<file path="config.mk">
export PLATFORM = sky130hd
export DESIGN_NAME = instr_fetch
export DESIGN_NICKNAME = d
export VERILOG_FILES = /design/src/verilog/cpu_pkg.sv /design/src/verilog/instr_fetch.sv
export SDC_FILE = /design/constraint.sdc
export NUM_CORES = 2
export LEC_CHECK = 0
export BUFFER_PORTS_ARGS = -buffer_cell sky130_fd_sc_hd__clkbuf_2
export CORE_ASPECT_RATIO = 0.9
export CORE_MARGIN = 8
export CORE_UTILIZATION = 45
export CTS_CLUSTER_SIZE = 12
export DETAILED_ROUTE_END_ITERATION = 16
export MAX_ROUTING_LAYER = met4
export SLEW_MARGIN = 0
export SYNTH_ARGS = -nofsm -noshare
export SYNTH_HDL_FRONTEND = slang
export SYNTH_SLANG_ARGS = --single-unit
</file>
<file path="constraint.sdc">
create_clock -name clk -period 4.9 [get_ports clk]
set_clock_uncertainty 0.05 [all_clocks]
set_input_delay 0.245 -clock clk [delete_from_list [all_inputs] [get_ports clk]]
set_output_delay 0.245 -clock clk [all_outputs]
set_load 0.005 [all_outputs]
</file>
<file path="src/verilog/cpu_pkg.sv">
`default_nettype none

package cpu_pkg;

  localparam int data_w      = 16;
  localparam int reg_addr_w  = 3;
  localparam int num_regs    = 8;
  localparam int imem_addr_w = 8;
  localparam int dmem_addr_w = 8;
  localparam int imem_depth  = 256;
  localparam int dmem_depth  = 256;

  // instruction word layout, opcode in the top bits
  localparam int op_w   = 5;
  localparam int imm_w  = 8;
  localparam int op_lsb = data_w - op_w;
  localparam int rd_lsb = op_lsb - reg_addr_w;
  localparam int rs_lsb = rd_lsb - reg_addr_w;
  localparam int rt_lsb = rs_lsb - reg_addr_w;

  localparam int ccr_w = 3;
  localparam int ccr_z = 0;  // zero
  localparam int ccr_n = 1;  // negative
  localparam int ccr_c = 2;  // carry, borrow on sub

  typedef enum logic [2:0] {
    st_idle       = 3'd0,
    st_fetch      = 3'd1,
    st_decode     = 3'd2,
    st_execute    = 3'd3,
    st_memory     = 3'd4,
    st_write_back = 3'd5,
    st_halt       = 3'd6
  } state_t;

  typedef enum logic [op_w-1:0] {
    op_nop  = 5'h00,
    op_add  = 5'h01,
    op_sub  = 5'h02,
    op_and  = 5'h03,
    op_or   = 5'h04,
    op_xor  = 5'h05,
    op_ldm  = 5'h10,
    op_ld   = 5'h11,
    op_st   = 5'h12,
    op_halt = 5'h1f
  } opcode_t;

endpackage

`default_nettype wire
</file>
<file path="src/verilog/instr_fetch.sv">
`timescale 1ns/10ps
`default_nettype none

module instr_fetch (
  input  wire                               clk,
  input  wire                               rst,
  input  wire                               fetch_en,
  input  wire                               prog_we,
  input  wire  [cpu_pkg::imem_addr_w-1:0]   prog_addr,
  input  wire  [cpu_pkg::data_w-1:0]        prog_data,
  output logic [cpu_pkg::data_w-1:0]        instr,
  output logic [cpu_pkg::imem_addr_w-1:0]   pc
);

  logic [cpu_pkg::data_w-1:0] imem [cpu_pkg::imem_depth];

  // load port and instruction read on the same clock
  always_ff @(posedge clk)
  begin
    if (prog_we)
      imem[prog_addr] <= prog_data;
    if (fetch_en)
      instr <= imem[pc];  // valid one cycle after fetch_en
  end

  always_ff @(posedge clk or posedge rst)
  begin
    if (rst)
      pc <= '0;
    else if (fetch_en)
      pc <= pc + 1'b1;  // wraps at the end of memory
  end

  // the program is only loaded while the core sits idle
  a_no_load_in_fetch: assert property (@(posedge clk) disable iff (rst)
    !(prog_we && fetch_en))
    else $error("program write while an instruction is fetched");

endmodule

`default_nettype wire

</file>
# [Word level (Yosys, flattened, before mapping)]
# Memory sizes are Yosys's and may differ from the RTL's. A register that Yosys moved wholly into a read port is not among the register bits.
# Cells that the tools add are included.
[word_totals] regBits=8 ram_bits=4096 input_bits=28 word_cells=5 n_memories=1
[classes] add_sub_neg=1 mux=2
[memory_table] name="imem" depth=256 width=16 rd=1 rd_clocked_by_memory_dff=1 wr=1 line_no="instr_fetch.sv:15" rtl="logic [cpu_pkg::data_w-1:0] imem [cpu_pkg::imem_depth];"
[ops] operator="$add 8x1->8 const B" n=1
[ops] operator="$mux 1" n=2

# [Depth between registers and ports, before layout]
[depth] depth_word=2 ltp_mapped=14 depth_no_buf=7

# [Worst setup path after synthesis]
# Ideal clock, no wire load.
[synth_timing] kind="flip-flop to flip-flop" start="register pc[0] (netlist bit)" end="register instr[3] (netlist bit), read port of imem, data pin" setup_ns=0.259 arrival_time_ns=2.423 setup_slack_ns=2.168 stages_incl_launch_ff=10 n_path_buf=5 cell_sequence="dfrtp_1 > buf_6 > buf_8 > buf_8 > buf_6 > buf_4 > mux4_2 > mux4_2 > a21oi_1 > a21oi_1"
[synth_rtl] element="start, declared" line_no="instr_fetch.sv:12" rtl="output logic [cpu_pkg::imem_addr_w-1:0] pc"
[synth_rtl] element="start signal, assigned" line_no="instr_fetch.sv:31" rtl="pc <= pc + 1'b1;"
[synth_rtl] element="end, declared" line_no="instr_fetch.sv:11" rtl="output logic [cpu_pkg::data_w-1:0] instr,"

==> out/metrics.cfg <==
[setup_path]
critPathSlowestCell = dfrtp_2
r2r-start = pc[5]
cp-start-kind = register
cp_num_buf_inv = 1
path_cells = nand2b_2, nor2_2, buf_4, nand2_1, o21ai_0, a311oi_1, a22oi_1, and4_1
cpPeakStageDelay_ns = 1.04
cp-startpoint = pc[5]
cp.depth = 8
crit_fanout = 23
r2r-end = instr[5]
rr_worst_depth = 8
worstPathArrival_ns = 5.45
path_class = reg -> reg
rrSetupSlack_ns = 0.23
crit_family = compound AO/OA/AOI/OAI gates
critPathRequiredTime_ns = 5.68
cp-end-kind = register

[floorplan]
rows = 208
io_pins = 52
die_area_mm2 = 0.376
initial_utilization = 0.451
fp.dieH_um = 582
die_w_um = 645
core_mm2 = 0.356

[timing]
max_freq_mhz = 214
worstMarginPinSlew_ns = 1.39
slew_violations = 0
setup_tns_ns = 0
fin_hold_ws_ns = 0.139
finalCritPeriodShare = 0.953
rsz0062_at_grt = no
slew-limit-headroom = 0.0576
setup_violations = 0
finalHoldViolCount = 0
period_needed_ns = 4.67

[layout]
fillers = 27800
utilization = 0.509
final_cell_mix = edfxtp_1 (4112), mux4_2 (752), mux2i_1 (603)
final_common_cell = edfxtp_1
area_delta_synth_final_pct = 13.0
drive_gt1_frac = 0.249
final_net_count = 8199

[global_route]
antenna_found_initial = 55
grt_pass1_vias = 81500
grt-ovfl-total = 0
grt_util_all_layers = 0.255
grt_pass1_wl_mm = 658
grt_max_degree = 152

[route]
wirelength_mm = 476
drc = 0
vias_per_cell = 6.33
drt_first_pass_iters = 6
ant_nets = 0
drt-wirelength-per-cell_um = 36.0
first_iter_violations = 12400
vias = 83600

[cts]
htree_levels = 5
cts.sinks = 4120
cts-buffers-inserted = 414
clockBufferDepth = 4
clock_tree.root_cell = clkbuf_16
clock_latency_ns = 0.98
path_clk_slew_ns = 0.06
cts_tree = yes
cts-resized-gates = 0

[status]
status = completed

[synth]
synthCells = 7541
synth_edf_count = 4112
yosysWarnings = 0
synth_cell_types = 81
syn_nets = 7570
avgSynthCellArea_um2 = 21.3
ys.flop_type = edfxtp_1
synth.yosys.seq_area_share = 0.771
synthesis.area_mm2 = 0.160
async_reset_ff_frac = 0.00194
synth_seq_cells = 4120

[power_and_ir_drop]
ir_drop_v = 0.000457
leakage_nw = 57.7
powerDensity_mw_per_mm2 = 543

[job]
drv_cap = 0

[placed_design]
io_buffers = 51
post-dp-hpwl_mm = 290
gp_congestion = 0.888

[min_path]
min_path_cells = 4
hold_class = in -> reg
min_from = prog_addr[6]
holdPathEnd = imem[249][14]

-- state kept, by name, summed over array words and instances (netlist names) --
name / count
instr: 16
imem: 4096
pc: 8
-- cell usage after synthesis (all sizes together), types with 5 or more instances --
master | instances | area share
o21ai | 98 | 0.0031
nor2b | 14 | 0.00055
mux2i | 603 | 0.038
a21o | 8 | 0.00037
mux4 | 793 | 0.11
a32oi | 5 | 0.00027
or3 | 7 | 0.00027
a2bb2oi | 6 | 0.00033
a221oi | 19 | 0.0011
a211oi | 27 | 0.0013
nor4 | 14 | 0.00062
nand4 | 16 | 0.00062
edfxtp | 4112 | 0.77
o211ai | 12 | 0.00056
or4 | 7 | 0.00033
a311oi | 6 | 0.00033
and4 | 5 | 0.00027
nor3 | 55 | 0.0018
a22oi | 41 | 0.0019
o22ai | 170 | 0.0066
mux2 | 16 | 0.0011
buf | 299 | 0.017
nand2 | 138 | 0.0032
nor2 | 346 | 0.0081
a21oi | 171 | 0.0053
dfrtp | 8 | 0.0012
and2 | 24 | 0.00094
nand3 | 64 | 0.0020
a31oi | 17 | 0.00066
nand2b | 8 | 0.00031
clkbuf | 161 | 0.0053
o221ai | 184 | 0.010
o311ai | 7 | 0.00038
a2111oi | 9 | 0.00053
or2 | 7 | 0.00027
a211o | 5 | 0.00027
a22o | 9 | 0.00049
-- repair_timing --
| item | in CTS | in global routing |
|---|---|---|
| hold buffers | 19 | 0 |
| buffers inserted | 0 | 0 |
| hold endpoints to repair | 1521 | 0 |
-- area by class of cell --
| type | count | area, µm² | share of cell area |
|---|---|---|---|
| Clock buffer | 550 | 11100 | 0.0612 |
| Multi-Input combinational cell | 2954 | 33600 | 0.186 |
| Antenna cell | 48 | 120 | 0.000663 |
| Timing Repair Buffer | 674 | 5850 | 0.0323 |
| Sequential cell | 4120 | 124000 | 0.683 |
| Clock inverter | 126 | 907 | 0.00501 |
| Inverter | 6 | 37.5 | 0.000207 |
| Tap cell | 4725 | 5910 | 0.0326 |
-- worst min-delay path, stage by stage --
cell and delay, ns:
clkbuf_2 0.20, nand4_1 0.14, buf_4 0.24, nor2_1 0.17
-- cell families (layout without fill, tap and decap cells) --
kind of cell	Yosys count	count (layout)	synth area share
adder cells (fa/ha/maj)	1	1	0.0000780
XOR/XNOR	7	7	0.000382
other	0	48	0
AO/OA/AOI/OAI	818	818	0.0351
buffers and inverters	467	1356	0.0224
flip-flops	4120	4120	0.771
AND/OR/NAND/NOR	716	716	0.0198
multiplexers	1412	1412	0.151
-- metal layers --
metal	wire [µm]	GRT usage	share of wire	vias up
li1	-	-	-	33000
met1	188000	0.354	0.40	44700
met2	217000	0.376	0.46	5023
met3	51700	0.0520	0.11	760
met4	19200	0.0945	0.040	0
met5	0	-	0	-
-- metrics by stage --
| step | instances | setup WS (ns) | power [mW] | cell area (µm²) |
|---|---|---|---|---|
| 5_1_grt | 13200 | 0.112 | 101 | 181000 |
| 3_5_place_dp | 12500 | 0.363 | 70.2 | 169000 |
| 2_1_floorplan | 7541 | 2.17 | 58.6 | 160000 |
| 3_3_place_gp | 12500 | -0.237 | 70.1 | 169000 |
| 6_report | 13200 | 0.228 | 98.4 | 181000 |
| 4_1_cts | 13200 | 0.347 | 98.8 | 181000 |
-- report_power, final --
part           internal, mW  total, mW  switching [mW]
clock network          15.9       28.9            13.0
registers              39.0       39.7           0.625
logic                  11.6       29.9            18.3
-- worst max path at each step --
stage	endpoint	slack, ns
3_5_place_dp	instr[5]	0.36
6_report	instr[5]	0.23
3_3_place_gp	instr[5]	-0.24
5_1_grt	instr[8]	0.11
4_1_cts	instr[5]	0.35
2_1_floorplan	instr[3]	2.17
(Power assumes the default switching activity.)
