## src/verilog/cpu_pkg.sv

```systemverilog
`default_nettype none

package cpu_pkg;

  localparam int data_w      = 16;
  localparam int reg_addr_w  = 3;
  localparam int num_regs    = 8;
  localparam int imem_addr_w = 8;
  localparam int dmem_addr_w = 8;
  localparam int imem_depth  = 256;
  localparam int dmem_depth  = 256;

  // instruction word layout, opcode in the top bits
  localparam int op_w   = 5;
  localparam int imm_w  = 8;
  localparam int op_lsb = data_w - op_w;
  localparam int rd_lsb = op_lsb - reg_addr_w;
  localparam int rs_lsb = rd_lsb - reg_addr_w;
  localparam int rt_lsb = rs_lsb - reg_addr_w;

  localparam int ccr_w = 3;
  localparam int ccr_z = 0;  // zero
  localparam int ccr_n = 1;  // negative
  localparam int ccr_c = 2;  // carry, borrow on sub

  typedef enum logic [2:0] {
    st_idle       = 3'd0,
    st_fetch      = 3'd1,
    st_decode     = 3'd2,
    st_execute    = 3'd3,
    st_memory     = 3'd4,
    st_write_back = 3'd5,
    st_halt       = 3'd6
  } state_t;

  typedef enum logic [op_w-1:0] {
    op_nop  = 5'h00,
    op_add  = 5'h01,
    op_sub  = 5'h02,
    op_and  = 5'h03,
    op_or   = 5'h04,
    op_xor  = 5'h05,
    op_ldm  = 5'h10,
    op_ld   = 5'h11,
    op_st   = 5'h12,
    op_halt = 5'h1f
  } opcode_t;

endpackage

`default_nettype wire
```

## src/verilog/alu_execute.sv

```systemverilog
`timescale 1ns/10ps
`default_nettype none

module alu_execute (
  input  wire                               clk,
  input  wire                               rst,
  input  wire                               exec_en,
  input  wire  [cpu_pkg::data_w-1:0]        op_a,
  input  wire  [cpu_pkg::data_w-1:0]        op_b,
  input  wire  [cpu_pkg::data_w-1:0]        imm,
  input  wire  cpu_pkg::opcode_t            alu_op,
  input  wire                               use_imm,
  output logic [cpu_pkg::data_w-1:0]        result,
  output logic [cpu_pkg::dmem_addr_w-1:0]   mem_addr,
  output logic [cpu_pkg::ccr_w-1:0]         ccr
);

  logic [cpu_pkg::data_w-1:0] opnd_b;
  logic [cpu_pkg::data_w:0]   res_ext;  // extra top bit holds carry
  logic                       is_alu;

  assign opnd_b   = use_imm ? imm : op_b;
  assign mem_addr = op_a[cpu_pkg::dmem_addr_w-1:0];
  assign result   = res_ext[cpu_pkg::data_w-1:0];

  always_comb
  begin
    is_alu = 1'b1;
    case (alu_op)
      cpu_pkg::op_add:
        res_ext = {1'b0, op_a} + {1'b0, opnd_b};
      cpu_pkg::op_sub:
        res_ext = {1'b0, op_a} - {1'b0, opnd_b};  // top bit is the borrow
      cpu_pkg::op_and:
        res_ext = {1'b0, op_a & opnd_b};
      cpu_pkg::op_or:
        res_ext = {1'b0, op_a | opnd_b};
      cpu_pkg::op_xor:
        res_ext = {1'b0, op_a ^ opnd_b};
      cpu_pkg::op_ldm:
      begin
        res_ext = {1'b0, opnd_b};  // immediate passes through
        is_alu  = 1'b0;
      end
      default:
      begin
        res_ext = '0;
        is_alu  = 1'b0;
      end
    endcase
  end

  // flags only follow the five ALU opcodes
  always_ff @(posedge clk or posedge rst)
  begin
    if (rst)
      ccr <= '0;
    else if (exec_en && is_alu)
    begin
      ccr[cpu_pkg::ccr_z] <= (result == '0);
      ccr[cpu_pkg::ccr_n] <= result[cpu_pkg::data_w-1];
      ccr[cpu_pkg::ccr_c] <= res_ext[cpu_pkg::data_w];  // zero for logic ops
    end
  end

endmodule

`default_nettype wire

```

## config.mk

```make
export PLATFORM = sky130hd
export DESIGN_NAME = alu_execute
export DESIGN_NICKNAME = d
export VERILOG_FILES = /design/src/verilog/cpu_pkg.sv /design/src/verilog/alu_execute.sv
export SDC_FILE = /design/constraint.sdc
export NUM_CORES = 1
export LEC_CHECK = 0
export BUFFER_PORTS_ARGS = -buffer_cell sky130_fd_sc_hd__clkbuf_2
export CAP_MARGIN = 0
export CORE_ASPECT_RATIO = 1.4
export CORE_MARGIN = 3
export CORE_UTILIZATION = 35
export DETAILED_ROUTE_END_ITERATION = 7
export GPL_TIMING_DRIVEN = 0
export PLACE_DENSITY_LB_ADDON = 0.1
export SLEW_MARGIN = 20
export SYNTH_ARGS = -nofsm -noshare
export SYNTH_HDL_FRONTEND = slang
export SYNTH_SLANG_ARGS = --single-unit
export TNS_END_PERCENT = 1
```

## constraint.sdc

```tcl
create_clock -name clk -period 8.6 [get_ports clk]
set_input_delay 1.72 -clock clk [delete_from_list [all_inputs] [get_ports clk]]
set_output_delay 1.72 -clock clk [all_outputs]
set_load 0.01 [all_outputs]
```

# Word-level counts from Yosys, hierarchy flattened
# Index checks and enable logic that the tools add are counted.
# W data, S select, Z words.
# word_totals
register_bits,3
latch_bits,0
mem_bits_rw,0
rom_bits,0
in_bits,57
out_inout_bits,27
word_cells,18
memories,0
# classes
n_addsub,2
n_mul,0
n_div,0
magnitude_cmp,0
n_eq_ne,6
shifts,0
n_mux,3
bitwise,3
reduce_logical,3
# op_table
cell,count
$pmux W17 S6,1
$add A16 B16 Y17,1
$sub A16 B16 Y17,1
$and A16 B16 Y16,1
$logic_not A16 Y1,1
$mux W16,1
$or A16 B16 Y16,1
$xor A16 B16 Y16,1
$eq A5 B2 Y1 const B,2
$eq A5 B3 Y1 const B,2
$eq A5 B1 Y1 const B,1
$eq A5 B5 Y1 const B,1
$reduce_or A5 Y1,1
$logic_and A1 B1 Y1,1
$mux W1,1

# Logic depth before layout (Yosys ltp)
# logic_depth
depth_word,4
mapped_depth,19
mapped_depth_nobuf,17

# Worst setup path before layout
# No wires, ideal clock.
# synth_path
kind,input -> output
startpoint,in use_imm
endpoint,out result[13] (netlist name)
arrival_ps,5171
required_time_ps,6880
setup_slack_ps,1709
path_stages,15
n_path_buf,3
path_cell_list,buf_2 > buf_2 > mux2i_1 > ha_1 > and3_1 > a31oi_1 > xnor2_1 > ha_1 > a2111o_1 > o2111ai_1 > a21boi_0 > o41ai_1 > mux2i_1 > a21o_1 > buf_4
# synth_between
elab_chain_cells,3
elab_cells_between_ends,7
cone_classes,add/sub: 2; mux: 2; bitwise: 3
# synth_lines
element,line_no,source
"start, declared",alu_execute.sv:12,"input wire use_imm,"
$mux W16 (*),alu_execute.sv:22,assign opnd_b = use_imm ? imm : op_b;
"$sub A16 B16 Y17, or another cell as far along",alu_execute.sv:33,"res_ext = {1'b0, op_a} - {1'b0, opnd_b};"
$pmux W17 S6 (*),alu_execute.sv:29,case (alu_op)
"end, declared",alu_execute.sv:13,"output logic [cpu_pkg::data_w-1:0] result,"
# Mark *: on every way between the ends. The rest lies on a longest branch, timed or not.

# Worst setup path after layout
# layout_path
startpoint,in use_imm
endpoint,out result[15] (netlist name)
# The elaborated chain is that of the path after synthesis.

==> metrics.md <==
| Metric | Value |
|---|---|
| Worst R2R End | `ccr[1]` |
| Final Critical Period | `7.940 ns` |
| Final hold vios | `0` |
| Chip height | `110.3 um` |
| Area growth syn-to-layout | `21.21%` |
| Post-synth ARST share | `1.000` |
| Post-synth EDFFs | `0` |
| Crit path kind | `input port to primary output` |
| Reg-to-reg slack, setup | `7.86 ns` |
| Pwr/cell area | `79.95 nW/um2` |
| Final Setup Violations | `0` |
| Worst-Skew Late Latency | `0.22 ns` |
| Worst hold stages | `2` |
| YS warnings | `0` |
| Compound-cell area share of the yosys netlist | `0.2705` |
| Synth Flop Type | `dfrtp_1` |
| Area leader, netlist | `ha_1` |
| CTS clock-pin slew for the worst setup and hold paths | `0.03 ns` |
| Fmax | `125.9 MHz` |
| Mux cell area share after synthesis | `0.08142` |
| Dpl cell area | `3252 um2` |
| Post-Syn Instances | `374` |
| # DRC | `0` |
| Root Buffer | `clkbuf_8` |
| DIE AREA | `8881 um2` |
| Largest register FFs | `3` |
| Top Registers | `ccr: 3 flops` |
| Static leakage | `0.001801 uW` |
| TritonCTS clock tree | `yes` |
| Unrepaired setup endpoints after global routing | `false` |
| Max-cap violations | `0` |
| Worst hold path type | `register to register` |
| CTS H-tree depth | `1` |
| Core area | `7453 um2` |
| Clock share of power | `0.157` |
| Actual slew at the worst max-slew pin | `0.6930 ns` |
| Die X-Extent | `80.51 um` |
| Post_cts resized | `0` |
| Sum of negative setup slack | `0 ns` |
| Cell Area, Synth | `2720 um2` |
| Share of cells above drive strength 1 | `0.2609` |
| Critical path fanouts, max | `10` |
| Starting density of the core | `0.3649` |
| Reg power frac | `0.070` |
| Status | `completed` |
| Clk_skew | `0 ns` |
| Hold EP | `ccr[0]` |
| Max Slew Vio Count | `0` |
| WL final | `8494 um` |
| Largest family of logic cells by synthesized area | `compound AO/OA/AOI/OAI gates` |
| Switching Power | `123.7 uW` |
| Worst setup SP type | `input port` |
| Sw frac | `0.4691` |
| Clk buf depth | `2` |
| Setup bufs post-CTS | `0` |
| Routed Antenna Nets | `0` |
| Synth Area in Adders | `0.2374` |
| Top reg by flops | `ccr` |
| Final core utilization | `0.4423` |
| Diode count | `0` |
| HPWL after DPL | `7057 um` |
| Synth cell types | `56` |
| Initial antenna violation count | `0` |
| Number of buffers added on ports | `82` |
| DRT iter0 DRCs | `92` |
| Pin count of the biggest net entering global routing | `11` |
| Overflow after GRT | `0` |
| I/O pins | `84` |
| Mean Syn Cell Area | `7.273 um2` |
| Crit path DAT | `6.22 ns` |
| Slew margin rel. | `0.5380` |
| Final Cell Area | `3297 um2` |
| #FFs+latches synth | `3` |
| Via-to-Cell Ratio | `5.348` |
| First-pass GRT wire length | `13230 um` |
| Post-synth net total | `482` |
| Vias in the first global route | `2819` |
| Via count | `2979` |
| Crit end category | `primary output` |
| Most frequent cells after synthesis | `ha_1, inv_1, a21oi_1` |
| XOR/XNOR Fraction of Synth Area | `0.06762` |
| Fin nets | `569` |
| Max VDD drop | `49.94 uV` |
| Top cell type's share of synthesized area | `0.2300` |
| Top cells by area, synth | `ha_1, mux2i_1, buf_4` |
| GRT Resource Usage Total | `0.1878` |
| Hold Path Origin | `ccr[0]` |
| Number of buffers created by CTS | `3` |
| TritonRoute pass-1 iters | `4` |
| Crit share post-route | `0.9233` |
| Hold_buf cts | `0` |
| Int Power | `139.9 uW` |
| Post-DR wirelength/cell | `15.25 um` |
| Post-synthesis sequential area ratio | `0.02760` |
| WP data required | `6.88 ns` |
| Reg2reg path depth | `1` |
| Routability cong. | `0.8451` |
| Filler cells | `813` |
| Clk sinks | `3` |
| Row Count | `37` |
| R2r startpoint | `ccr[1]` |
| Simple logic cell fraction of the synthesized area | `0.1725` |
| Combinational power share | `0.773` |
| Most instantiated library cell after synthesis | `ha_1` |
-- layer usage --
layer	vias up	GRT usage	part of all wire
li1	1500	-	-
met1	1394	0.2029	0.39
met2	73	0.3833	0.55
met3	12	0.005691	0.029
met4	0	0.05918	0.025
met5	-	0	0
-- final cells by class --
type,instances,area [um2],area share
multi-input combinational,294,2256,0.6842
clock buffer,4,45.04,0.01366
buffer,38,242.7,0.07362
tap,97,121.4,0.03681
inverter,39,146.4,0.04440
timing repair buffer,82,410.4,0.1245
sequential,3,75.07,0.02277
-- worst max-delay path, stage by stage --
cell and delay, ns:
buf_2 0.28, buf_2 0.38, mux2i_1 0.51, ha_1 0.28, and3_1 0.16, a31oi_1 0.22, nor4_1 0.55, nor2_1 0.13
xnor2_1 0.15, ha_1 0.26, clkbuf_1 0.28, nand3_1 0.13, o21bai_1 0.22, a21oi_1 0.15, a41oi_1 0.05, o21ai_0 0.41
buf_4 0.19, clkbuf_2 0.12
-- how the worst max path moves through the flow --
stage                 start          to  depth (start not counted)  slack (ns)
detailed placement  use_imm  result[15]                         18        0.62
global route        use_imm  result[15]                         18        0.16
floorplan           use_imm  result[13]                         15        1.71
global placement    use_imm  result[15]                         18        0.62
CTS                 use_imm  result[15]                         18        0.62
finish              use_imm  result[15]                         18        0.66
-- power groups by stage --
stage	logic [uW]	clock network (uW)	registers, uW
floorplan	143	0	19.7
global placement	201	0	18.5
detailed placement	204	0	18.7
CTS	205	41.6	18.5
global route	230	44.3	19.0
finish	204	41.4	18.4
-- cells by family (layout without fill, tap and decap cells) --
| logic type | after synthesis | in the layout |
|---|---|---|
| DFF | 3 | 3 |
| xor gates and xnor gates | 21 | 21 |
| muxes | 22 | 22 |
| AOI/OAI and AO/OA | 107 | 107 |
| buffers and inverters | 77 | 163 |
| adders and majority gates | 51 | 51 |
| and+or+nand+nor | 93 | 93 |
-- cells in the final DEF, fill, tap and decap left out, types with 4 or more instances in the layout --
cell type  count
nand3_1        7
xnor2_1       17
o221ai_1       5
a2bb2oi_1      4
ha_1          50
o22ai_1        5
o2111ai_1      4
mux2i_1       21
inv_1         39
a21oi_1       29
a21o_1         8
a211oi_1       5
nor3_1         6
a31oi_1        6
o21ai_0       12
nand2b_1       8
xor2_1         4
clkbuf_2      82
clkbuf_1      12
o211ai_1       7
nor2_1        26
nand2_1       22
buf_4         24
-- stage by stage --
step                setup slack (ns)  hold WS, ns  power, uW  cells
floorplan                      1.709       0.5262      162.8    374
global placement              0.6228       0.4840      219.4    553
detailed placement            0.6155       0.4885      222.2    553
CTS                           0.6164       0.5053      265.2    557
global route                  0.1630       0.5350      293.1    557
finish                        0.6599       0.5003      263.6    557
No activity file was read; power rests on OpenSTA's default activity.
