## src/verilog/cpu_pkg.sv

```systemverilog
`default_nettype none

package cpu_pkg;

  localparam int data_w      = 16;
  localparam int reg_addr_w  = 3;
  localparam int num_regs    = 8;
  localparam int imem_addr_w = 8;
  localparam int dmem_addr_w = 8;
  localparam int imem_depth  = 256;
  localparam int dmem_depth  = 256;

  // instruction word layout, opcode in the top bits
  localparam int op_w   = 5;
  localparam int imm_w  = 8;
  localparam int op_lsb = data_w - op_w;
  localparam int rd_lsb = op_lsb - reg_addr_w;
  localparam int rs_lsb = rd_lsb - reg_addr_w;
  localparam int rt_lsb = rs_lsb - reg_addr_w;

  localparam int ccr_w = 3;
  localparam int ccr_z = 0;  // zero
  localparam int ccr_n = 1;  // negative
  localparam int ccr_c = 2;  // carry, borrow on sub

  typedef enum logic [2:0] {
    st_idle       = 3'd0,
    st_fetch      = 3'd1,
    st_decode     = 3'd2,
    st_execute    = 3'd3,
    st_memory     = 3'd4,
    st_write_back = 3'd5,
    st_halt       = 3'd6
  } state_t;

  typedef enum logic [op_w-1:0] {
    op_nop  = 5'h00,
    op_add  = 5'h01,
    op_sub  = 5'h02,
    op_and  = 5'h03,
    op_or   = 5'h04,
    op_xor  = 5'h05,
    op_ldm  = 5'h10,
    op_ld   = 5'h11,
    op_st   = 5'h12,
    op_halt = 5'h1f
  } opcode_t;

endpackage

`default_nettype wire
```

## src/verilog/decode_regfile.sv

```systemverilog
`timescale 1ns/10ps
`default_nettype none

module decode_regfile (
  input  wire                               clk,
  input  wire                               rst,
  input  wire  [cpu_pkg::data_w-1:0]        instr,
  input  wire                               wb_we,
  input  wire  [cpu_pkg::reg_addr_w-1:0]    wb_addr,
  input  wire  [cpu_pkg::data_w-1:0]        wb_data,
  output logic [cpu_pkg::data_w-1:0]        op_a,
  output logic [cpu_pkg::data_w-1:0]        op_b,
  output logic [cpu_pkg::data_w-1:0]        imm,
  output logic [cpu_pkg::reg_addr_w-1:0]    dest,
  output cpu_pkg::opcode_t                  alu_op,
  output logic                              use_imm,
  output logic                              mem_rd,
  output logic                              mem_wr,
  output logic                              reg_wr,
  output logic                              is_halt
);

  cpu_pkg::opcode_t                opcode;
  logic [cpu_pkg::reg_addr_w-1:0]  rs;
  logic [cpu_pkg::reg_addr_w-1:0]  rt;
  logic [cpu_pkg::data_w-1:0]      regs [cpu_pkg::num_regs];

  assign opcode = cpu_pkg::opcode_t'(instr[cpu_pkg::op_lsb +: cpu_pkg::op_w]);
  assign dest   = instr[cpu_pkg::rd_lsb +: cpu_pkg::reg_addr_w];
  assign rs     = instr[cpu_pkg::rs_lsb +: cpu_pkg::reg_addr_w];
  assign rt     = instr[cpu_pkg::rt_lsb +: cpu_pkg::reg_addr_w];
  assign imm    = {{(cpu_pkg::data_w - cpu_pkg::imm_w){1'b0}}, instr[cpu_pkg::imm_w-1:0]};

  assign op_a = regs[rs];
  assign op_b = regs[rt];  // also the store data

  always_comb
  begin
    alu_op  = opcode;
    use_imm = 1'b0;
    mem_rd  = 1'b0;
    mem_wr  = 1'b0;
    reg_wr  = 1'b0;
    is_halt = 1'b0;
    case (opcode)
      cpu_pkg::op_add, cpu_pkg::op_sub, cpu_pkg::op_and,
      cpu_pkg::op_or, cpu_pkg::op_xor:
        reg_wr = 1'b1;
      cpu_pkg::op_ldm:
      begin
        reg_wr  = 1'b1;
        use_imm = 1'b1;
      end
      cpu_pkg::op_ld:
      begin
        reg_wr = 1'b1;
        mem_rd = 1'b1;
      end
      cpu_pkg::op_st:
        mem_wr = 1'b1;  // no write back
      cpu_pkg::op_halt:
        is_halt = 1'b1;
      cpu_pkg::op_nop:
        reg_wr = 1'b0;
      default:
        alu_op = cpu_pkg::op_nop;  // undefined codes run as nop
    endcase
  end

  always_ff @(posedge clk or posedge rst)
  begin
    if (rst)
    begin
      for (int i = 0; i < cpu_pkg::num_regs; i++)
        regs[i] <= '0;
    end
    else if (wb_we)
      regs[wb_addr] <= wb_data;  // end of write back
  end

  // the controller holds write back off during reset
  a_no_write_in_reset: assert property (@(posedge clk)
    rst |-> !wb_we)
    else $error("register write while in reset");

endmodule

`default_nettype wire

```

## config.mk

```make
export PLATFORM = sky130hd
export DESIGN_NAME = decode_regfile
export DESIGN_NICKNAME = d
export VERILOG_FILES = /design/src/verilog/cpu_pkg.sv /design/src/verilog/decode_regfile.sv
export SDC_FILE = /design/constraint.sdc
export NUM_CORES = 1
export LEC_CHECK = 0
export ABC_AREA = 1
export BUFFER_PORTS_ARGS = -buffer_cell sky130_fd_sc_hd__buf_2
export CORE_AREA = 2 2 136 138
export DETAILED_ROUTE_END_ITERATION = 10
export DIE_AREA = 0 0 138 140
export PLACE_DENSITY = 0.72
export SYNTH_ARGS = -nofsm -noshare
export SYNTH_HDL_FRONTEND = slang
export SYNTH_SLANG_ARGS = --single-unit
```

## constraint.sdc

```tcl
create_clock -name clk -period 5 [get_ports clk]
set_input_delay 0.5 -clock clk [delete_from_list [all_inputs] [get_ports clk]]
set_output_delay 0.5 -clock clk [all_outputs]
set_load 0.005 [all_outputs]
```

After elaboration in Yosys (flattened, before gate mapping)
Index checks and enable logic that the tools add are counted.
{"block": "op_classes", "magnitude_cmp": 4, "n_mux": 15, "n_reduce_logical": 4, "n_eq_ne": 9, "n_bitwise": 3}
{"cell": "$bwmux 128", "n": 1}
{"cell": "$bmux 16 s3", "n": 2}
{"cell": "$mux 16", "n": 5}
{"cell": "$demux 16 s3", "n": 1}
{"cell": "$eq 5x5->1 const B", "n": 4}
{"cell": "$ge 4x4->1 const B", "n": 3}
{"cell": "$not 3->4", "n": 3}
{"cell": "$eq 5x2->1 const B", "n": 2}
{"cell": "$eq 5x3->1 const B", "n": 2}
{"cell": "$reduce_or 10->1", "n": 1}
{"cell": "$reduce_or 7->1", "n": 1}
{"cell": "$eq 5x1->1 const B", "n": 1}
{"cell": "$logic_not 5->1", "n": 1}
{"cell": "$mux 1", "n": 5}
{"cell": "$mux 5", "n": 1}
{"cell": "$lt 4x1->1 const B", "n": 1}
{"cell": "$logic_and 1x1->1", "n": 1}
{"block": "totals", "out_inout_bits": 61, "register_bits": 128, "inputBits": 38}

Longest topological paths before layout
Gate-level depths: netlist of run 1.
{"block": "depth", "word_depth": 6, "mapped_depth": 7, "ltp_nobuf": 6}

Worst setup path before layout of run 1
Ideal clock, no wire load.
{"block": "synth_path", "path_type": "input to output", "from": "input instr[7] (netlist name)", "to": "output op_a[10] (netlist name)", "path_slack_ns": 3.302, "arrival_time_ns": 1.198, "cell_stages": 5, "required_time_ns": 4.500, "path_cell_list": "buf_2 inv_1 clkbuf_1 nand2_1 nand2_1"}
{"block": "synth_between", "elab_chain_cells": 4}
{"item": "start, declared", "line": "decode_regfile.sv:7", "text": "input wire [cpu_pkg::data_w-1:0] instr,"}
{"item": "$not 3->4 (not written as such)", "line": "decode_regfile.sv:34", "text": "assign op_a = regs[rs];"}
{"item": "$bmux 16 s3", "line": "decode_regfile.sv:34"}
{"item": "$mux 16 (not written as such) (2 in series)", "line": "decode_regfile.sv:34"}
{"item": "end, declared", "line": "decode_regfile.sv:11", "text": "output logic [cpu_pkg::data_w-1:0] op_a,"}
No other way between the ends. The select of a mux whose other input is x is not followed.

Worst setup path in the final report of run 1
{"block": "layout_path", "from": "input instr[3] (netlist name)", "to": "output op_b[1] (netlist name)"}
{"block": "layout_between", "elab_chain_cells": 4}
{"item": "$not 3->4 (not written as such)", "line": "decode_regfile.sv:35", "text": "assign op_b = regs[rt];"}
{"item": "$bmux 16 s3", "line": "decode_regfile.sv:35"}
{"item": "$mux 16 (not written as such) (2 in series)", "line": "decode_regfile.sv:35"}
{"item": "end, declared", "line": "decode_regfile.sv:12", "text": "output logic [cpu_pkg::data_w-1:0] op_b,"}
No other way between the ends. The select of a mux whose other input is x is not followed.

==> results.cfg, run 1 <==
[run_status]
status = completed

[die]
core-area_mm2 = 0.0178
ioPinCount = 99
initial_core_util = 0.436
die_x_um = 138
die_area_mm2 = 0.0193
num_rows = 49
die_height_um = 140

[synthesis]
yosys-mux-area-fraction = 0
synth_common_cells = nand2_1 (559), inv_1 (157), nand3_1 (133)
synth_compound_area_frac = 0.0826
ys.flop_type = dfrtp_1
ys_ff_latch = 128
syn_inst = 1215
yosysSeqAreaShare = 0.413
yosysUniqueCellTypes = 16
syn_area_per_cell_um2 = 6.39
synth_warnings = 0
synth_top_area_cell = dfrtp_1
synth_edf_count = 0
yosys.area.top_type_share = 0.413
synth-simple-area-share = 0.366
yosys.area_share.adder = 0
synthArstFlopShare = 1.00
synth_area_mm2 = 0.00776
synthTopCellsByArea = dfrtp_1 (41%), nand2_1 (27%), nand3_1 (8.6%), o21ai_0 (8.3%), inv_1 (7.6%)
synth_xor_area_frac = 0
synth_top_family_by_area = simple AND/OR/NAND/NOR gates
synthMostInstantiatedCell = nand2_1

[final_layout]
final_nets = 1285
instances_no_fill = 1487
top_regs = regs: 128 flops
multi_input_area_mm2 = 0.00351
final_layout_size_suffix_gt1_frac = 0.103
areaGrowthSynthToFinish_pct = 12.0
utilization = 0.489
regMostFlops = regs
diodes = 0
seqCellArea_mm2 = 0.00320
n_fill_cell = 1842
largest_register_ffs = 128

[timing]
fmax_mhz = 369
final_max_slew_viol_count = 0
fin_skew_ns = 0
finalSetupTns_ns = 0
min_period_ns = 2.71
fin_crit_sh = 0.541
relSlewSlack = 0.162
hold_ws_ns = 0.162
hold_violations = 0
rsz0062_at_grt = no
setup_viol_count_final = 0
tightestPinTransition_ns = 1.26

[worst_setup_path]
cp-end-kind = primary output
worstPathCellList = buf_2, buf_4, inv_1, buf_4, nand3_1, nand2_1, nand2_1, nand2_1, buf_2
cp.arrival_ns = 2.21
required_ns = 4.50
critPathMaxFanout = 34
crit_slowest_cell = buf_4
crit_path_frequent_cell = nand2_1
crit_type = input port to primary output
cp-start-kind = input port
crit_path_max_incr_delay_ns = 0.41

[routing]
vias = 7649
ant_nets = 0
first_pass_iters = 5
wire_per_inst_um = 15.5
viasPerCell = 5.14
routed_wl_mm = 23.1
drc = 0
drt-initial-drc-count = 719

[place]
gp_congestion = 0.843
dp_cells = 1457
dpl.hpwl_mm = 14.3
port-buffer-count = 80

[power_and_ir_drop]
power.switching_uw = 1050
internal_power_uw = 2250
p_leak_uw = 0.00504
ir_drop_v = 0.000255
pwr-share-seq = 0.403
combPwrFrac = 0.234
switching_share = 0.317
p_clk_frac = 0.363
powerDensity_mw_per_mm2 = 380

[clock_network]
clockBufferDepth = 2
cts_tree = yes
clk_latency_ns = 0.43
cts.sinks = 128
ctsHoldBuffers = 0
cts_resized = 0
htree_levels = 4
clk_transition_reported_paths_ns = 0.06
cts_made_buffers = 17
postCtsSetupBuffers = 0
cts_root_buf = clkbuf_16

[global_routing]
grt_pass1_vias = 7420
grt_max_degree = 66
grt_pass1_wl_mm = 37.8
gr-total-overflow = 0
antenna_found_initial = 0
grt_use_total = 0.245

[hold_path]
hp-class = input port to async pin

[job]
max_cap_viol_count = 0
[cell type report]
type                    count  area share
inverters                 161      0.0698
repair buffers             95      0.0590
well taps                 229      0.0330
multi-input cells         844       0.404
clock buffers              25      0.0593
flip-flops and latches    128       0.369
clock inverters             5     0.00605
[logic make-up (layout without fill, tap and decap cells)]
kind of cell    Yosys count  count (layout)
compound gates          128             128
buf+inv                 250             286
flops                   128             128
other cells               1               8
simple gates            708             708
[stage by stage]
step,setup WS (ns),instance area [um2],power (uW)
after floorplan,1.09,7780,1890
after global placement,2.35,8120,2090
after detailed placement,2.31,8120,2110
after CTS,2.30,8690,3310
after global routing,2.14,8690,3520
final,2.29,8690,3300
[routing by layer]
metal	wire length, um	global-route usage
met3	1880	0.0472
met2	10700	0.396
met1	9970	0.327
met4	502	0.0988
met5	0	0
[final timing paths]
path                        startpoint         to  slack [ns]  cells after the start
hold / removal                     rst   regs[93]        0.16                      2
min in group clk           wb_data[15]   regs[15]        0.30                      3
setup reg to reg               regs[9]    regs[9]        4.31                      2
setup / recovery              instr[3]    op_b[1]        2.29                      9
hold reg to reg               regs[39]   regs[39]        0.48                      2
max in group asynchronous          rst  regs[101]        3.77                      3
[power by group through the flow]
| stage | combinational (uW) | clock, uW | sequential (uW) |
|---|---|---|---|
| after floorplan | 568 | 0 | 1320 |
| after global placement | 747 | 0 | 1340 |
| after detailed placement | 764 | 0 | 1340 |
| after CTS | 770 | 1210 | 1330 |
| after global routing | 896 | 1270 | 1350 |
| final | 772 | 1200 | 1330 |
[placed cells by master (no fill, tap or decap), types with 6 or more instances in the layout]
cell type	netlist	layout
clkbuf_8	0	6
buf_2	43	80
buf_4	19	15
inv_1	157	156
conb_1	1	8
o21ai_0	128	128
dfrtp_1	128	128
nor2_1	13	13
clkbuf_16	0	17
nand2_1	559	559
nand3_1	133	133
[critical path: cells and delay by family]
family                 cells  cell delay, ns
and+or+nand+nor            4            0.32
buffers and inverters      5            1.38
Power figures use the tool's default switching activity.
==> run 2, diff against run 1 <==
==> constraint.sdc (replaced) <==
create_clock -name clk -period 2.8 [get_ports clk]
set_input_delay 0.28 -clock clk [delete_from_list [all_inputs] [get_ports clk]]
set_output_delay 0.28 -clock clk [all_outputs]
set_load 0.005 [all_outputs]
==> results.cfg, run 2 (synthesis gave the netlist of run 1 again) <==
[run_status]
status = completed

[timing]
setup_viol_count_final = 0
final.setup.worst_slack_ns = 0.839
finalSetupTns_ns = 0
fin_skew_ns = 0
min_period_ns = 1.96
rsz0062_at_grt = no
hold_violations = 0
final_max_slew_viol_count = 0
relSlewSlack = 0.195
fin_crit_sh = 0.700
hold_ws_ns = 0.0692
fmax_mhz = 510
tightestPinTransition_ns = 1.20

[clock_network]
clockBufferDepth = 2
clk_latency_ns = 0.43
cts.sinks = 128
htree_levels = 4
cts_made_buffers = 17
cts_tree = yes
clk_transition_reported_paths_ns = 0.06
cts_root_buf = clkbuf_16

[power_and_ir_drop]
powerDensity_mw_per_mm2 = 672
power.total_uw = 5900
p_leak_uw = 0.00507
ir_drop_v = 0.000473

[global_routing]
grt_max_degree = 66
grt_use_met3 = 0.0571
top_usage_layer = met2
gr-total-overflow = 0
grt_pass1_wl_mm = 38.0
use_met2 = 0.388
grt_use_total = 0.244
antenna_found_initial = 1
grt_pass1_vias = 7355
met1_usage = 0.327

[worst_setup_path]
required_ns = 2.52
reg2regPathDepth = 2
critPathMaxFanout = 65
cp-start-kind = input port
crit_start = instr[2]
cp.arrival_ns = 1.68
critPathCapture = op_b[10]
r2r-end = regs[47]
rrSetupSlack_ns = 2.03
crit_type = input port to primary output
reg2reg_from = regs[47]
cp-end-kind = primary output

[die]
die_height_um = 140
ioPinCount = 99
initial_core_util = 0.436
core-area_mm2 = 0.0178
die_area_mm2 = 0.0193
num_rows = 49
die_x_um = 138

[hold_path]
hp-class = input port to register
min_from = wb_data[0]

[final_layout]
final_nets = 1290
most-common-layout-cells = nand2_1 (559), inv_1 (156), nand3_1 (133)
largest_register_ffs = 128
areaGrowthSynthToFinish_pct = 13.1
regMostFlops = regs
top_regs = regs: 128 flops
utilization = 0.493
final_layout_size_suffix_gt1_frac = 0.105
final_common_cell = nand2_1

[routing]
routed_wl_mm = 23.2
drc = 0
drt-initial-drc-count = 703
first_pass_iters = 5
ant_nets = 0
viasPerCell = 5.18
vias = 7725
wire_per_inst_um = 15.6

[job]
max_cap_viol_count = 0

[place]
gp_congestion = 0.890
dpl.hpwl_mm = 14.7
port-buffer-count = 80
place_ws_ns = 0.884
-- run 2: worst min path at each step --
stage,to,cells after the start
4_1_cts,regs[0],3
3_5_place_dp,regs[110],2
3_3_place_gp,regs[125],2
6_report,regs[0],3
5_1_grt,regs[8],3
2_1_floorplan,regs[0],2
-- run 2: area by class of cell --
cell class              count  area [um2]
multi-input cells         844        3510
repair buffers            100         603
inverters                 161         608
clock inverters             5        55.1
fillers                  1821        9010
clock buffers              24         502
diodes                      1        2.50
well taps                 229         287
flip-flops and latches    128        3200
-- run 2: worst max-delay path, stage by stage --
cell     delay, ns
buf_2         0.11
buf_4         0.60
nand2_1       0.13
nand3_1       0.11
nand2_1       0.06
nand2_1       0.05
nand2_1       0.14
buf_2         0.16
-- run 2: report_power, final --
group / internal [uW] / leakage (uW) / switching [uW] / total [uW]
sequential: 2200 / 0.00160 / 176 / 2380
combinational: 486 / 0.00319 / 911 / 1400
clock: 1320 / 0.000270 / 804 / 2120
total: 4010 / 0.00507 / 1890 / 5900
-- run 2: repair_timing --
| item | CTS | global route |
|---|---|---|
| hold endpoints to repair | 25 | 0 |
| buffers inserted | 0 | 0 |
| hold buffers | 1 | 0 |
| resized for setup | 0 | 0 |
-- run 2: stage by stage --
step | instance area [um2] | cells
floorplan | 7790 | 1222
global placement | 8200 | 1461
detailed placement | 8200 | 1461
CTS | 8770 | 1491
global route | 8770 | 1492
finish | 8770 | 1492
-- run 2: metal layers --
| layer | vias to the layer above | wire, um |
|---|---|---|
| met3 | 44 | 2150 |
| met2 | 397 | 10500 |
| met5 | - | 0 |
| met4 | 0 | 543 |
| li1 | 3750 | - |
| met1 | 3534 | 10000 |
==> run 3, diff against run 2 <==
==> constraint.sdc (replaced) <==
create_clock -name clk -period 1.9 [get_ports clk]
set_input_delay 0.19 -clock clk [delete_from_list [all_inputs] [get_ports clk]]
set_output_delay 0.19 -clock clk [all_outputs]
set_load 0.005 [all_outputs]
==> results.cfg, run 3 (synthesis gave the netlist of run 1 again) <==
[power_and_ir_drop]
p_clk_frac = 0.385
internal_power_uw = 6300
combPwrFrac = 0.230
ir_drop_v = 0.000694
pwr-share-seq = 0.385
powerDensity_mw_per_mm2 = 1000
p_leak_uw = 0.00522
power.switching_uw = 2790
switching_share = 0.307
power.total_uw = 9090

[hold_path]
min_from = wb_data[12]
hold_path_end = regs[12]
hp-class = input port to register
whs_path_depth = 3

[timing]
fin_skew_ns = 0
setup_viol_count_final = 0
hold_violations = 0
min_period_ns = 1.58
finalSetupTns_ns = 0
fmax_mhz = 632
tightestPinTransition_ns = 0.521
rsz0062_at_grt = no
fin_crit_sh = 0.832
final_max_slew_viol_count = 0
final.setup.worst_slack_ns = 0.319
relSlewSlack = 0.652

[final_layout]
top_regs = regs: 128 flops
final_layout_size_suffix_gt1_frac = 0.117
final_nets = 1311
instances_no_fill = 1515
final_common_cell = nand2_1
largest_register_ffs = 128
diodes = 0
n_fill_cell = 1760
regMostFlops = regs
areaGrowthSynthToFinish_pct = 17.2
most-common-layout-cells = nand2_1 (559), inv_1 (156), nand3_1 (133)

[global_routing]
antenna_found_initial = 0
gr-total-overflow = 0
grt_max_degree = 66
grt_pass1_wl_mm = 38.4
grt_use_total = 0.249
grt_pass1_vias = 7483

[place]
place_ws_ns = 0.365
gp_congestion = 0.831
port-buffer-count = 80
dpl.hpwl_mm = 14.6
dp_cells = 1475

[clock_network]
clockBufferDepth = 2
cts_root_buf = clkbuf_16
cts.sinks = 128
clk_transition_reported_paths_ns = 0.05
postCtsSetupBuffers = 0
cts_made_buffers = 17
htree_levels = 4
clk_latency_ns = 0.41
cts_tree = yes

[routing]
viasPerCell = 5.11
first_pass_iters = 5
vias = 7749
drc = 0
routed_wl_mm = 23.1
ant_nets = 0
drt-initial-drc-count = 617
wire_per_inst_um = 15.3

[worst_setup_path]
cp-end-kind = primary output
crit_type = register to primary output
r2r-end = regs[5]
rrSetupSlack_ns = 1.22
cp-start-kind = register
required_ns = 1.71
reg2reg_from = regs[5]
cp.arrival_ns = 1.39
reg2regPathDepth = 2
critPathMaxFanout = 2

[die]
num_rows = 49
die_area_mm2 = 0.0193
initial_core_util = 0.436
die_height_um = 140
ioPinCount = 99
core-area_mm2 = 0.0178
die_x_um = 138

[job]
max_cap_viol_count = 0

[run_status]
status = completed
==> run 3: cell count changes in the layout (fill, tap and decap cells not counted), sizes merged <==
cell         delta
clkinv          +3
buf            +14
dlygate4sd3     +7
clkbuf          -3
diode           -1
bufinv          +3
==> run 3: worst max path at each step <==
stage                         start        to  slack (ns)
final                     regs[100]   op_a[4]        0.32
after global routing        regs[4]   op_a[4]        0.17
after CTS                 regs[100]   op_a[4]        0.31
after detailed placement   instr[5]  op_a[12]        0.36
after global placement     instr[5]  op_a[12]        0.37
after floorplan                 rst   regs[0]        0.13
==> run 3: layout make-up <==
type,instances,area [um2],area share
Sequential cell,128,3200,0.352
Clock buffer,21,470,0.0517
Clock inverter,11,160,0.0176
Multi-Input combinational cell,844,3510,0.386
Inverter,161,608,0.0669
Timing Repair Buffer,121,853,0.0938
Tap cell,229,287,0.0315
==> run 3: layer usage <==
layer | part of all wire | vias up | track usage | routed length [um]
met3 | 0.091 | 61 | 0.0605 | 2110
met1 | 0.42 | 3536 | 0.318 | 9740
met5 | 0 | - | 0 | 0
met4 | 0.029 | 0 | 0.102 | 661
li1 | - | 3792 | - | -
met2 | 0.46 | 360 | 0.406 | 10600
==> run 3: metrics by stage <==
step | hold slack, ns | area (um2) | util
after floorplan | 0.311 | 7790 | -
after detailed placement | 0.258 | 8380 | 0.472
after global routing | 0.0149 | 9090 | 0.512
after CTS | 0.00249 | 9090 | 0.512
final | 0.00697 | 9090 | 0.512
after global placement | 0.261 | 8380 | 0.472
==> run 3: critical path, stage by stage, from the launching register on <==
cell,delay (ns)
dfrtp_1,0.38
inv_1,0.08
nand2_1,0.05
nand3_1,0.08
nand2_1,0.05
nand2_1,0.06
nand2_1,0.12
buf_2,0.16
==> run 3: timing repair <==
action                                 CTS  global route
hold buffers                             8             0
endpoints found under the hold margin   25             0
gates resized for setup                  0             0
==> run 3: power groups by stage <==
stage	Clock, uW	Combinational [uW]	Sequential (uW)
finish	3500	2090	3500
global placement	0	2020	3520
global route	3680	2440	3560
CTS	3550	2090	3490
floorplan	0	1490	3470
detailed placement	0	2070	3530
